===== src/common/io_settings.svh =====
`ifndef IO_SETTINGS_SVH
`define IO_SETTINGS_SVH
`default_nettype none

`define IO_NUM_IRQ 2

// Block base addresses in the 16-bit byte address space.
`define IO_IRQ_BASE   16'h0010
`define IO_TIMER_BASE 16'h0018
`define IO_WDOG_BASE  16'h0020
`define IO_GPIO_BASE  16'h0028
`define IO_KICK_ADDR  16'h0000

// Register offsets within each block.
`define IO_IRQ_EN_OFS     16'd0
`define IO_IRQ_ACT_OFS    16'd2
`define IO_TIMER_CFG_OFS  16'd0
`define IO_TIMER_CNT_OFS  16'd2
`define IO_TIMER_RLD_OFS  16'd4
`define IO_TIMER_CMP_OFS  16'd6
`define IO_WDOG_CFG_OFS   16'd0
`define IO_WDOG_CNT_OFS   16'd2
`define IO_WDOG_RLD_OFS   16'd4
`define IO_GPIO_DDR_OFS   16'd0
`define IO_GPIO_ODR_OFS   16'd2
`define IO_GPIO_IDR_OFS   16'd4

// Bank word address of a byte address. Both bytes of a 16-bit register share it.
`define IO_WADDR(a) (15'((a) >> 1))

`default_nettype wire
`endif

===== src/common/io_pkg.sv =====
`include "io_settings.svh"
`default_nettype none

package io_pkg;

	typedef logic [7:0] byte_t;
	typedef logic [15:0] word_t;
	typedef logic [14:0] waddr_t;
	typedef logic [`IO_NUM_IRQ-1:0] irq_vec_t;

	// One bank's write port.
	typedef struct packed
	{
		waddr_t addr;
		byte_t data;
		logic en;
	} bus_wr_t;

	// Lane masks carry the even (low) byte in bit 1 and the odd (high) byte in bit 0.
	typedef struct packed
	{
		logic timer_cfg;
		logic [1:0] timer_cnt;
		logic [1:0] timer_rld;
		logic [1:0] timer_cmp;
		logic wdog_cfg;
		logic [1:0] wdog_cnt;
		logic [1:0] wdog_rld;
		logic wdog_kick;
		logic irq_en;
		logic irq_clr;
		logic gpio_ddr;
		logic gpio_odr;
	} reg_wr_t;

	typedef struct packed
	{
		byte_t cfg;
		word_t cnt;
		word_t rld;
		word_t cmp;
	} timer_regs_t;

	typedef struct packed
	{
		byte_t cfg;
		word_t cnt;
		word_t rld;
	} wdog_regs_t;

	typedef struct packed
	{
		byte_t ddr;
		byte_t odr;
		byte_t idr;
	} gpio_regs_t;

	function automatic word_t lane_merge(word_t old, word_t wdata, logic [1:0] lanes);
		word_t res;
		res = old;
		if (lanes[1])
			res[7:0] = wdata[7:0];
		if (lanes[0])
			res[15:8] = wdata[15:8];
		return res;
	endfunction

endpackage

`default_nettype wire


===== src/hw/io_system.sv =====
`timescale 1ns/10ps
`default_nettype none

module io_system
(
	input wire logic clk,
	input wire logic rst,
	input wire io_pkg::bus_wr_t wr_even,
	input wire io_pkg::bus_wr_t wr_odd,
	input wire io_pkg::waddr_t rd_addr_even,
	input wire io_pkg::waddr_t rd_addr_odd,
	output io_pkg::byte_t rd_data_even,
	output io_pkg::byte_t rd_data_odd,
	input wire logic trap,
	output logic interrupt,
	output logic cpu_reset,
	input wire io_pkg::byte_t pins_in,
	output io_pkg::byte_t pins_out,
	output io_pkg::byte_t pins_oe
);
	import io_pkg::*;

	reg_wr_t strobes;
	word_t wdata;
	timer_regs_t timer_regs;
	wdog_regs_t wdog_regs;
	gpio_regs_t gpio_regs;
	irq_vec_t sources;
	irq_vec_t irq_enable;
	irq_vec_t irq_active;
	logic ovf_irq;
	logic cmp_irq;

	// Odd byte is the high half of every 16-bit write.
	assign wdata = {wr_odd.data, wr_even.data};
	assign sources = {cmp_irq, ovf_irq}; // Source 0 is overflow, source 1 is compare.

	io_decode u_decode (.wr_even(wr_even), .wr_odd(wr_odd), .strobes(strobes));

	io_timer u_timer (.clk(clk), .rst(rst), .strobes(strobes), .wdata(wdata),
		.regs(timer_regs), .ovf_irq(ovf_irq), .cmp_irq(cmp_irq));

	io_watchdog u_watchdog (.clk(clk), .rst(rst), .strobes(strobes), .wdata(wdata),
		.trap(trap), .regs(wdog_regs), .cpu_reset(cpu_reset));

	io_irq_ctrl u_irq_ctrl (.clk(clk), .rst(rst), .strobes(strobes),
		.wdata_lo(wr_even.data), .sources(sources), .enable(irq_enable),
		.active(irq_active), .interrupt(interrupt));

	io_gpio u_gpio (.clk(clk), .rst(rst), .strobes(strobes), .wdata_lo(wr_even.data),
		.pins_in(pins_in), .pins_out(pins_out), .pins_oe(pins_oe), .regs(gpio_regs));

	io_read_mux u_read_mux (.clk(clk), .rst(rst), .wr_even(wr_even), .wr_odd(wr_odd),
		.rd_addr_even(rd_addr_even), .rd_addr_odd(rd_addr_odd),
		.timer_regs(timer_regs), .wdog_regs(wdog_regs), .gpio_regs(gpio_regs),
		.irq_enable(irq_enable), .irq_active(irq_active),
		.rd_data_even(rd_data_even), .rd_data_odd(rd_data_odd));

endmodule

`default_nettype wire


===== src/hw/io_read_mux.sv =====
`include "io_settings.svh"
`timescale 1ns/10ps
`default_nettype none

module io_read_mux
(
	input wire logic clk,
	input wire logic rst,
	input wire io_pkg::bus_wr_t wr_even,
	input wire io_pkg::bus_wr_t wr_odd,
	input wire io_pkg::waddr_t rd_addr_even,
	input wire io_pkg::waddr_t rd_addr_odd,
	input wire io_pkg::timer_regs_t timer_regs,
	input wire io_pkg::wdog_regs_t wdog_regs,
	input wire io_pkg::gpio_regs_t gpio_regs,
	input wire io_pkg::irq_vec_t irq_enable,
	input wire io_pkg::irq_vec_t irq_active,
	output io_pkg::byte_t rd_data_even,
	output io_pkg::byte_t rd_data_odd
);
	import io_pkg::*;

	byte_t map_even;
	byte_t map_odd;

	function automatic byte_t forward(bus_wr_t wr, waddr_t rd_addr, byte_t mapped);
		return (wr.en && (wr.addr == rd_addr)) ? wr.data : mapped;
	endfunction

	always_comb
	begin
		//////////////////////////////////////////////////
		// Even bank holds every low byte.
		case (rd_addr_even)
			`IO_WADDR(`IO_IRQ_BASE + `IO_IRQ_EN_OFS): map_even = byte_t'(irq_enable);
			`IO_WADDR(`IO_IRQ_BASE + `IO_IRQ_ACT_OFS): map_even = byte_t'(irq_active);
			`IO_WADDR(`IO_TIMER_BASE + `IO_TIMER_CFG_OFS): map_even = timer_regs.cfg;
			`IO_WADDR(`IO_TIMER_BASE + `IO_TIMER_CNT_OFS): map_even = timer_regs.cnt[7:0];
			`IO_WADDR(`IO_TIMER_BASE + `IO_TIMER_RLD_OFS): map_even = timer_regs.rld[7:0];
			`IO_WADDR(`IO_TIMER_BASE + `IO_TIMER_CMP_OFS): map_even = timer_regs.cmp[7:0];
			`IO_WADDR(`IO_WDOG_BASE + `IO_WDOG_CFG_OFS): map_even = wdog_regs.cfg;
			`IO_WADDR(`IO_WDOG_BASE + `IO_WDOG_CNT_OFS): map_even = wdog_regs.cnt[7:0];
			`IO_WADDR(`IO_WDOG_BASE + `IO_WDOG_RLD_OFS): map_even = wdog_regs.rld[7:0];
			`IO_WADDR(`IO_GPIO_BASE + `IO_GPIO_DDR_OFS): map_even = gpio_regs.ddr;
			`IO_WADDR(`IO_GPIO_BASE + `IO_GPIO_ODR_OFS): map_even = gpio_regs.odr;
			`IO_WADDR(`IO_GPIO_BASE + `IO_GPIO_IDR_OFS): map_even = gpio_regs.idr;
			default: map_even = 8'h00;
		endcase

		//////////////////////////////////////////////////
		// Odd bank only maps the high bytes of 16-bit registers.
		case (rd_addr_odd)
			`IO_WADDR(`IO_TIMER_BASE + `IO_TIMER_CNT_OFS): map_odd = timer_regs.cnt[15:8];
			`IO_WADDR(`IO_TIMER_BASE + `IO_TIMER_RLD_OFS): map_odd = timer_regs.rld[15:8];
			`IO_WADDR(`IO_TIMER_BASE + `IO_TIMER_CMP_OFS): map_odd = timer_regs.cmp[15:8];
			`IO_WADDR(`IO_WDOG_BASE + `IO_WDOG_CNT_OFS): map_odd = wdog_regs.cnt[15:8];
			`IO_WADDR(`IO_WDOG_BASE + `IO_WDOG_RLD_OFS): map_odd = wdog_regs.rld[15:8];
			default: map_odd = 8'h00;
		endcase
	end

	always_ff @(posedge clk)
	begin
		if (rst)
		begin
			rd_data_even <= 8'h00;
			rd_data_odd <= 8'h00;
		end
		else
		begin
			rd_data_even <= forward(wr_even, rd_addr_even, map_even);
			rd_data_odd <= forward(wr_odd, rd_addr_odd, map_odd);
		end
	end

endmodule

`default_nettype wire


===== src/hw/io_gpio.sv =====
`timescale 1ns/10ps
`default_nettype none

module io_gpio
(
	input wire logic clk,
	input wire logic rst,
	input wire io_pkg::reg_wr_t strobes,
	input wire io_pkg::byte_t wdata_lo,
	input wire io_pkg::byte_t pins_in,
	output io_pkg::byte_t pins_out,
	output io_pkg::byte_t pins_oe,
	output io_pkg::gpio_regs_t regs
);

	// A set ddr bit turns the pin into an output.
	assign pins_out = regs.odr;
	assign pins_oe = regs.ddr;

	always_ff @(posedge clk)
	begin
		if (rst)
		begin
			regs <= '0;
		end
		else
		begin
			if (strobes.gpio_ddr)
				regs.ddr <= wdata_lo;
			if (strobes.gpio_odr)
				regs.odr <= wdata_lo;
			regs.idr <= pins_in; // Sampled on every edge.
		end
	end

endmodule

`default_nettype wire


===== src/hw/io_irq_ctrl.sv =====
`timescale 1ns/10ps
`default_nettype none

module io_irq_ctrl
(
	input wire logic clk,
	input wire logic rst,
	input wire io_pkg::reg_wr_t strobes,
	input wire io_pkg::byte_t wdata_lo,
	input wire io_pkg::irq_vec_t sources,
	output io_pkg::irq_vec_t enable,
	output io_pkg::irq_vec_t active,
	output logic interrupt
);
	import io_pkg::*;

	irq_vec_t wr_bits;

	assign wr_bits = wdata_lo[$bits(irq_vec_t)-1:0];

	always_ff @(posedge clk)
	begin
		if (rst)
		begin
			enable <= '0;
			active <= '0;
			interrupt <= 1'b0;
		end
		else
		begin
			if (strobes.irq_en)
				enable <= wr_bits;

			// Writing ones clears flags. A new source pulse beats the clear.
			active <= (strobes.irq_clr ? (active & ~wr_bits) : active) | sources;

			interrupt <= |(active & enable);
		end
	end

endmodule

`default_nettype wire


===== src/hw/io_watchdog.sv =====
`timescale 1ns/10ps
`default_nettype none

module io_watchdog
(
	input wire logic clk,
	input wire logic rst,
	input wire io_pkg::reg_wr_t strobes,
	input wire io_pkg::word_t wdata,
	input wire logic trap,
	output io_pkg::wdog_regs_t regs,
	output logic cpu_reset
);
	import io_pkg::*;

	logic enabled;
	logic cnt_wr;
	logic expire;

	assign enabled = regs.cfg[0];
	assign cnt_wr = (strobes.wdog_cnt != 2'b00);

	// A kick or counter write in the expiring cycle holds off the reset.
	assign expire = enabled && (regs.cnt == 16'h0000) && !strobes.wdog_kick && !cnt_wr;

	always_ff @(posedge clk)
	begin
		if (rst)
		begin
			regs <= '0;
			cpu_reset <= 1'b0;
		end
		else
		begin
			if (strobes.wdog_cfg)
				regs.cfg <= wdata[7:0];
			regs.rld <= lane_merge(regs.rld, wdata, strobes.wdog_rld);

			if (cnt_wr)
				regs.cnt <= lane_merge(regs.cnt, wdata, strobes.wdog_cnt);
			else if (strobes.wdog_kick || expire)
				regs.cnt <= regs.rld;
			else if (enabled)
				regs.cnt <= regs.cnt - 16'd1;

			cpu_reset <= expire || trap; // One-cycle pulse to the processor.
		end
	end

endmodule

`default_nettype wire


===== src/timer/io_timer.sv =====
`timescale 1ns/10ps
`default_nettype none

module io_timer
(
	input wire logic clk,
	input wire logic rst,
	input wire io_pkg::reg_wr_t strobes,
	input wire io_pkg::word_t wdata,
	output io_pkg::timer_regs_t regs,
	output logic ovf_irq,
	output logic cmp_irq
);
	import io_pkg::*;

	logic running;

	assign running = regs.cfg[0];

	// Both events follow the current count, so each lasts one cycle while counting.
	assign ovf_irq = running && (regs.cnt == 16'hFFFF);
	assign cmp_irq = running && (regs.cnt == regs.cmp);

	always_ff @(posedge clk)
	begin
		if (rst)
		begin
			regs <= '0;
		end
		else
		begin
			if (strobes.timer_cfg)
				regs.cfg <= wdata[7:0];
			regs.rld <= lane_merge(regs.rld, wdata, strobes.timer_rld);
			regs.cmp <= lane_merge(regs.cmp, wdata, strobes.timer_cmp);

			// A counter write wins over counting in the same cycle.
			if (strobes.timer_cnt != 2'b00)
				regs.cnt <= lane_merge(regs.cnt, wdata, strobes.timer_cnt);
			else if (ovf_irq)
				regs.cnt <= regs.rld; // Wrap to the reload value.
			else if (running)
				regs.cnt <= regs.cnt + 16'd1;
		end
	end

endmodule

`default_nettype wire


===== src/hw/io_decode.sv =====
`include "io_settings.svh"
`timescale 1ns/10ps
`default_nettype none

module io_decode
(
	input wire io_pkg::bus_wr_t wr_even,
	input wire io_pkg::bus_wr_t wr_odd,
	output io_pkg::reg_wr_t strobes
);
	import io_pkg::*;

	// A register's high byte sits at the same word address in the odd bank.
	function automatic logic hit(bus_wr_t port, logic [15:0] byte_addr);
		return port.en && (port.addr == `IO_WADDR(byte_addr));
	endfunction

	always_comb
	begin
		//////////////////////////////////////////////////
		// Timer
		strobes.timer_cfg = hit(wr_even, `IO_TIMER_BASE + `IO_TIMER_CFG_OFS);
		strobes.timer_cnt = {hit(wr_even, `IO_TIMER_BASE + `IO_TIMER_CNT_OFS),
			hit(wr_odd, `IO_TIMER_BASE + `IO_TIMER_CNT_OFS)};
		strobes.timer_rld = {hit(wr_even, `IO_TIMER_BASE + `IO_TIMER_RLD_OFS),
			hit(wr_odd, `IO_TIMER_BASE + `IO_TIMER_RLD_OFS)};
		strobes.timer_cmp = {hit(wr_even, `IO_TIMER_BASE + `IO_TIMER_CMP_OFS),
			hit(wr_odd, `IO_TIMER_BASE + `IO_TIMER_CMP_OFS)};

		//////////////////////////////////////////////////
		// Watchdog
		strobes.wdog_cfg = hit(wr_even, `IO_WDOG_BASE + `IO_WDOG_CFG_OFS);
		strobes.wdog_cnt = {hit(wr_even, `IO_WDOG_BASE + `IO_WDOG_CNT_OFS),
			hit(wr_odd, `IO_WDOG_BASE + `IO_WDOG_CNT_OFS)};
		strobes.wdog_rld = {hit(wr_even, `IO_WDOG_BASE + `IO_WDOG_RLD_OFS),
			hit(wr_odd, `IO_WDOG_BASE + `IO_WDOG_RLD_OFS)};
		strobes.wdog_kick = hit(wr_even, `IO_KICK_ADDR); // Any byte value kicks.

		//////////////////////////////////////////////////
		// Interrupt controller and GPIO, even bank only.
		strobes.irq_en = hit(wr_even, `IO_IRQ_BASE + `IO_IRQ_EN_OFS);
		strobes.irq_clr = hit(wr_even, `IO_IRQ_BASE + `IO_IRQ_ACT_OFS);
		strobes.gpio_ddr = hit(wr_even, `IO_GPIO_BASE + `IO_GPIO_DDR_OFS);
		strobes.gpio_odr = hit(wr_even, `IO_GPIO_BASE + `IO_GPIO_ODR_OFS);
	end

endmodule

`default_nettype wire


===== config.mk =====
export PLATFORM = sky130hd
export DESIGN_NAME = io_system
export DESIGN_NICKNAME = d
export VERILOG_FILES = /design/src/common/io_pkg.sv /design/src/hw/io_system.sv /design/src/hw/io_read_mux.sv /design/src/hw/io_gpio.sv /design/src/hw/io_irq_ctrl.sv /design/src/hw/io_watchdog.sv /design/src/timer/io_timer.sv /design/src/hw/io_decode.sv
export VERILOG_INCLUDE_DIRS = /design/src /design/src/common
export SDC_FILE = /design/constraint.sdc
export NUM_CORES = 1
export LEC_CHECK = 0
export BUFFER_PORTS_ARGS = -buffer_cell sky130_fd_sc_hd__buf_2
export CORE_UTILIZATION = 45
export CTS_CLUSTER_SIZE = 20
export DETAILED_ROUTE_END_ITERATION = 10
export PLACE_DENSITY = 0.68
export SLEW_MARGIN = 20
export SYNTH_ARGS = -nofsm -noshare
export SYNTH_HDL_FRONTEND = slang
export SYNTH_SLANG_ARGS = --single-unit

===== constraint.sdc =====
create_clock -name clk -period 2.1 [get_ports clk]
set_input_delay 0.315 -clock clk [delete_from_list [all_inputs] [get_ports clk]]
set_output_delay 0.315 -clock clk [all_outputs]
set_load 0.01 [all_outputs]

==> qor.yml <==
dpl_cell_area_sq_um: 9956
antenna_left: 0
cts_hold_buf: 0
fin_ws_ps: 54.57
cts-root-buf: "clkbuf_16"
portBuffers: 122
cp-start-kind: "register"
fp.dieH_um: 138.4
crit_fanout: 6
timing.final.crit_share_pct: 97.40
place_congestion: 0.9586
vias: 8485
synth_mux_area_share_pct: 11.70
violations: "DRC"
wl_per_cell_um: 19.52
syn-num-nets: 1095
dr.pass1.iters: 10
drv_cap: 0
setup_tns_ps: 0
drcViolationCount: 6
antenna_found_initial: 0
drive_gt1_share_pct: 27.89
synth_enable_flop_cells: 0
power.leakage_nw: 4.237
critPathArrivalTime_ps: 2360
die_x_um: 138.4
fillers: 1615
synthCells: 1003
fin_util_pct: 58.76
seqPwrFrac_pct: 43.4
status: "finished, violations left"
synth_compound_area_share_pct: 15.40
setup.worst_path.end_class: "register"
swShare_pct: 25.77
fin_nets: 1291
slew_viol_final: 0
dp_hpwl_mm: 21.14
grt_max_degree: 50
max_slew_margin_pct: 57.17
async_flop_share_pct: 0
maxClockFrequency_mhz: 488.9
start_util_pct: 46.31
synth_seq_area_share_pct: 33.94
cts-htree-levels: 4
core_sq_um: 18090
area_growth_pct: 26.89
final-hold-violation-count: 0
grt_overflow_total: 0
yosysWarnings: 0
period_needed_ps: 2045
cts_buffers: 17
cts_tree: "built"
critPathKind: "reg2reg"
grt_util_all_layers_pct: 28.75
clk_pin_slew_ps: 70
p_clk_share_pct: 49.3
ir_drop_mv: 0.5985
wl_met3_mm: 2.532
synthDistinctLibCells: 71
synth_area_sq_um: 8376
num_io_pins: 123
dr.max_layer_used: "met4"
drt-initial-drc-count: 956
final_cell_mix: "141 x dfxtp_1, 127 x buf_4, 124 x nor2_1"
vias_per_cell: 5.888
powerDensity_nw_per_um2: 585.7
setup_violations: 0
synth_top_family_by_area: "simple AND/OR/NAND/NOR gates"
fin_skew_ps: 9.193
dieArea_sq_um: 19160
power.internal_mw: 4.621
rows: 49
clockBufferDepth: 2
cts_num_sinks: 142
tightestPinTransition_ps: 626.2
synth_xor_area_share_pct: 7.320
grt_pass1_vias: 7729
synthSimpleGateAreaFrac_pct: 25.71
worstPathRequired_ps: 2420
fin_hold_ws_ps: 81.68
dr_wl_met2_mm: 12.84
syn_area_per_cell_sq_um: 8.350
design_area_sq_um: 10630
layout_commonest_cell: "dfxtp_1"
ys.flop_type: "dfxtp_1"
synthAdderAreaFrac_pct: 0.4482
wl_met1_mm: 12.19
synth-seq-cells: 142
share_comb_of_total_power_pct: 7.2
place_ws_ps: -118.5
hold_path_class: "in2reg"
grt_pass1_wl_mm: 42.84
clock_latency_ps: 430
power.switching_mw: 1.604
totalWireLength_mm: 28.13
num_antenna_cells: 0
[cell usage after synthesis (4+ instances only)]
library cell,number,area share [%]
nor4_1,16,1.2
buf_2,15,0.90
xor2_1,10,1.0
xnor2_1,60,6.3
nand3b_1,4,0.36
a211oi_1,6,0.54
a22oi_1,18,1.6
a21oi_1,47,2.8
clkbuf_1,32,1.4
and3_1,7,0.52
buf_4,20,1.8
a22o_1,5,0.52
nand2b_1,8,0.60
nand3_1,29,1.7
nor2b_1,19,1.4
dfxtp_1,142,34
and2_1,5,0.37
a311oi_1,12,1.3
a21o_1,12,1.1
nor4_4,4,1.0
a211o_1,9,0.94
o211ai_1,8,0.72
nand2_1,112,5.0
nor2_1,124,5.6
or3_1,9,0.67
a222oi_1,7,0.84
nand4_1,29,2.2
nor3_1,23,1.4
buf_1,8,0.36
mux2i_1,81,9.7
o21ai_0,23,1.4
mux2_2,13,1.7
a41oi_1,4,0.42
a221oi_1,5,0.52
inv_1,12,0.54
a31oi_1,8,0.60
[area by class of cell]
| type | instances | area (sq um) | share of cell area, % |
|---|---|---|---|
| Inverter | 12 | 45.04 | 0.4238 |
| Sequential cell | 142 | 2844 | 26.76 |
| Timing Repair Buffer | 256 | 1710 | 16.09 |
| Clock inverter | 13 | 141.4 | 1.330 |
| Clock buffer | 19 | 452.9 | 4.262 |
| Tap cell | 229 | 286.5 | 2.696 |
| Multi-Input combinational cell | 770 | 5147 | 48.43 |
[power groups by stage]
stage               sequential, mW  combinational, mW  clock [mW]
floorplan                     2.76              0.200           0
global placement              2.77              0.437           0
detailed placement            2.77              0.438           0
CTS                           2.70              0.440        3.09
global route                  2.70              0.472        3.21
finish                        2.70              0.450        3.07
[worst max-delay path: stages (launching register included)]
cell and delay (ps):
dfxtp_1 370, ha_4 160, nand4_1 120, or3_4 400
or2_4 260, buf_4 150, nand2_1 60, o211ai_1 80
a311oi_1 330
[final timing paths]
check | start | end | slack, ps | depth (start not counted)
setup / recovery | u_timer.regs[33]$_SDFFE_PP0P_ | u_timer.regs[43]$_SDFFE_PP0P_ | 50 | 8
hold / removal | pins_in[0] | u_gpio.regs[0]$_SDFF_PP0_ | 80 | 2
hold reg to reg | u_gpio.pins_out[2]$_SDFFE_PP0P_ | u_gpio.pins_out[2]$_SDFFE_PP0P_ | 470 | 2
setup reg to reg | u_timer.regs[33]$_SDFFE_PP0P_ | u_timer.regs[43]$_SDFFE_PP0P_ | 50 | 8
[cells by family (layout without fill, tap and decap cells)]
kind of cell             count (synthesis)  count (layout)
flip-flops                             142             142
multiplexers                            95              95
adder cells (fa/ha/maj)                  3               3
AO/OA/AOI/OAI                          183             183
XOR/XNOR                                70              70
buffers and inverters                   91             300
AND/OR/NAND/NOR                        419             419
[layer usage]
layer,up-vias,GRT usage [%]
met5,-,0
met3,48,5.715
li1,3990,-
met2,367,44.75
met1,4080,39.72
met4,0,9.462
[stage by stage]
step	std cells	power, mW
final	1441	6.225
after global routing	1441	6.387
after CTS	1440	6.232
after detailed placement	1408	3.203
after global placement	1408	3.202
after floorplan	1003	2.965
[sequential cells by signal (all words and copies together) (netlist names)]
signal,cells
u_read_mux.rd_data_even,8
u_watchdog.regs,40
u_gpio.pins_oe,8
u_read_mux.rd_data_odd,8
u_timer.regs,56
u_gpio.regs,8
u_irq_ctrl.interrupt,1
u_watchdog.cpu_reset,1
u_gpio.pins_out,8
u_irq_ctrl.enable,2
u_irq_ctrl.active,2
[timing repair]
item	in CTS	in global routing
buffers inserted	0	1
resized for setup	0	14
endpoints found under the setup margin	0	13
No activity file was read; power rests on OpenSTA's default activity.
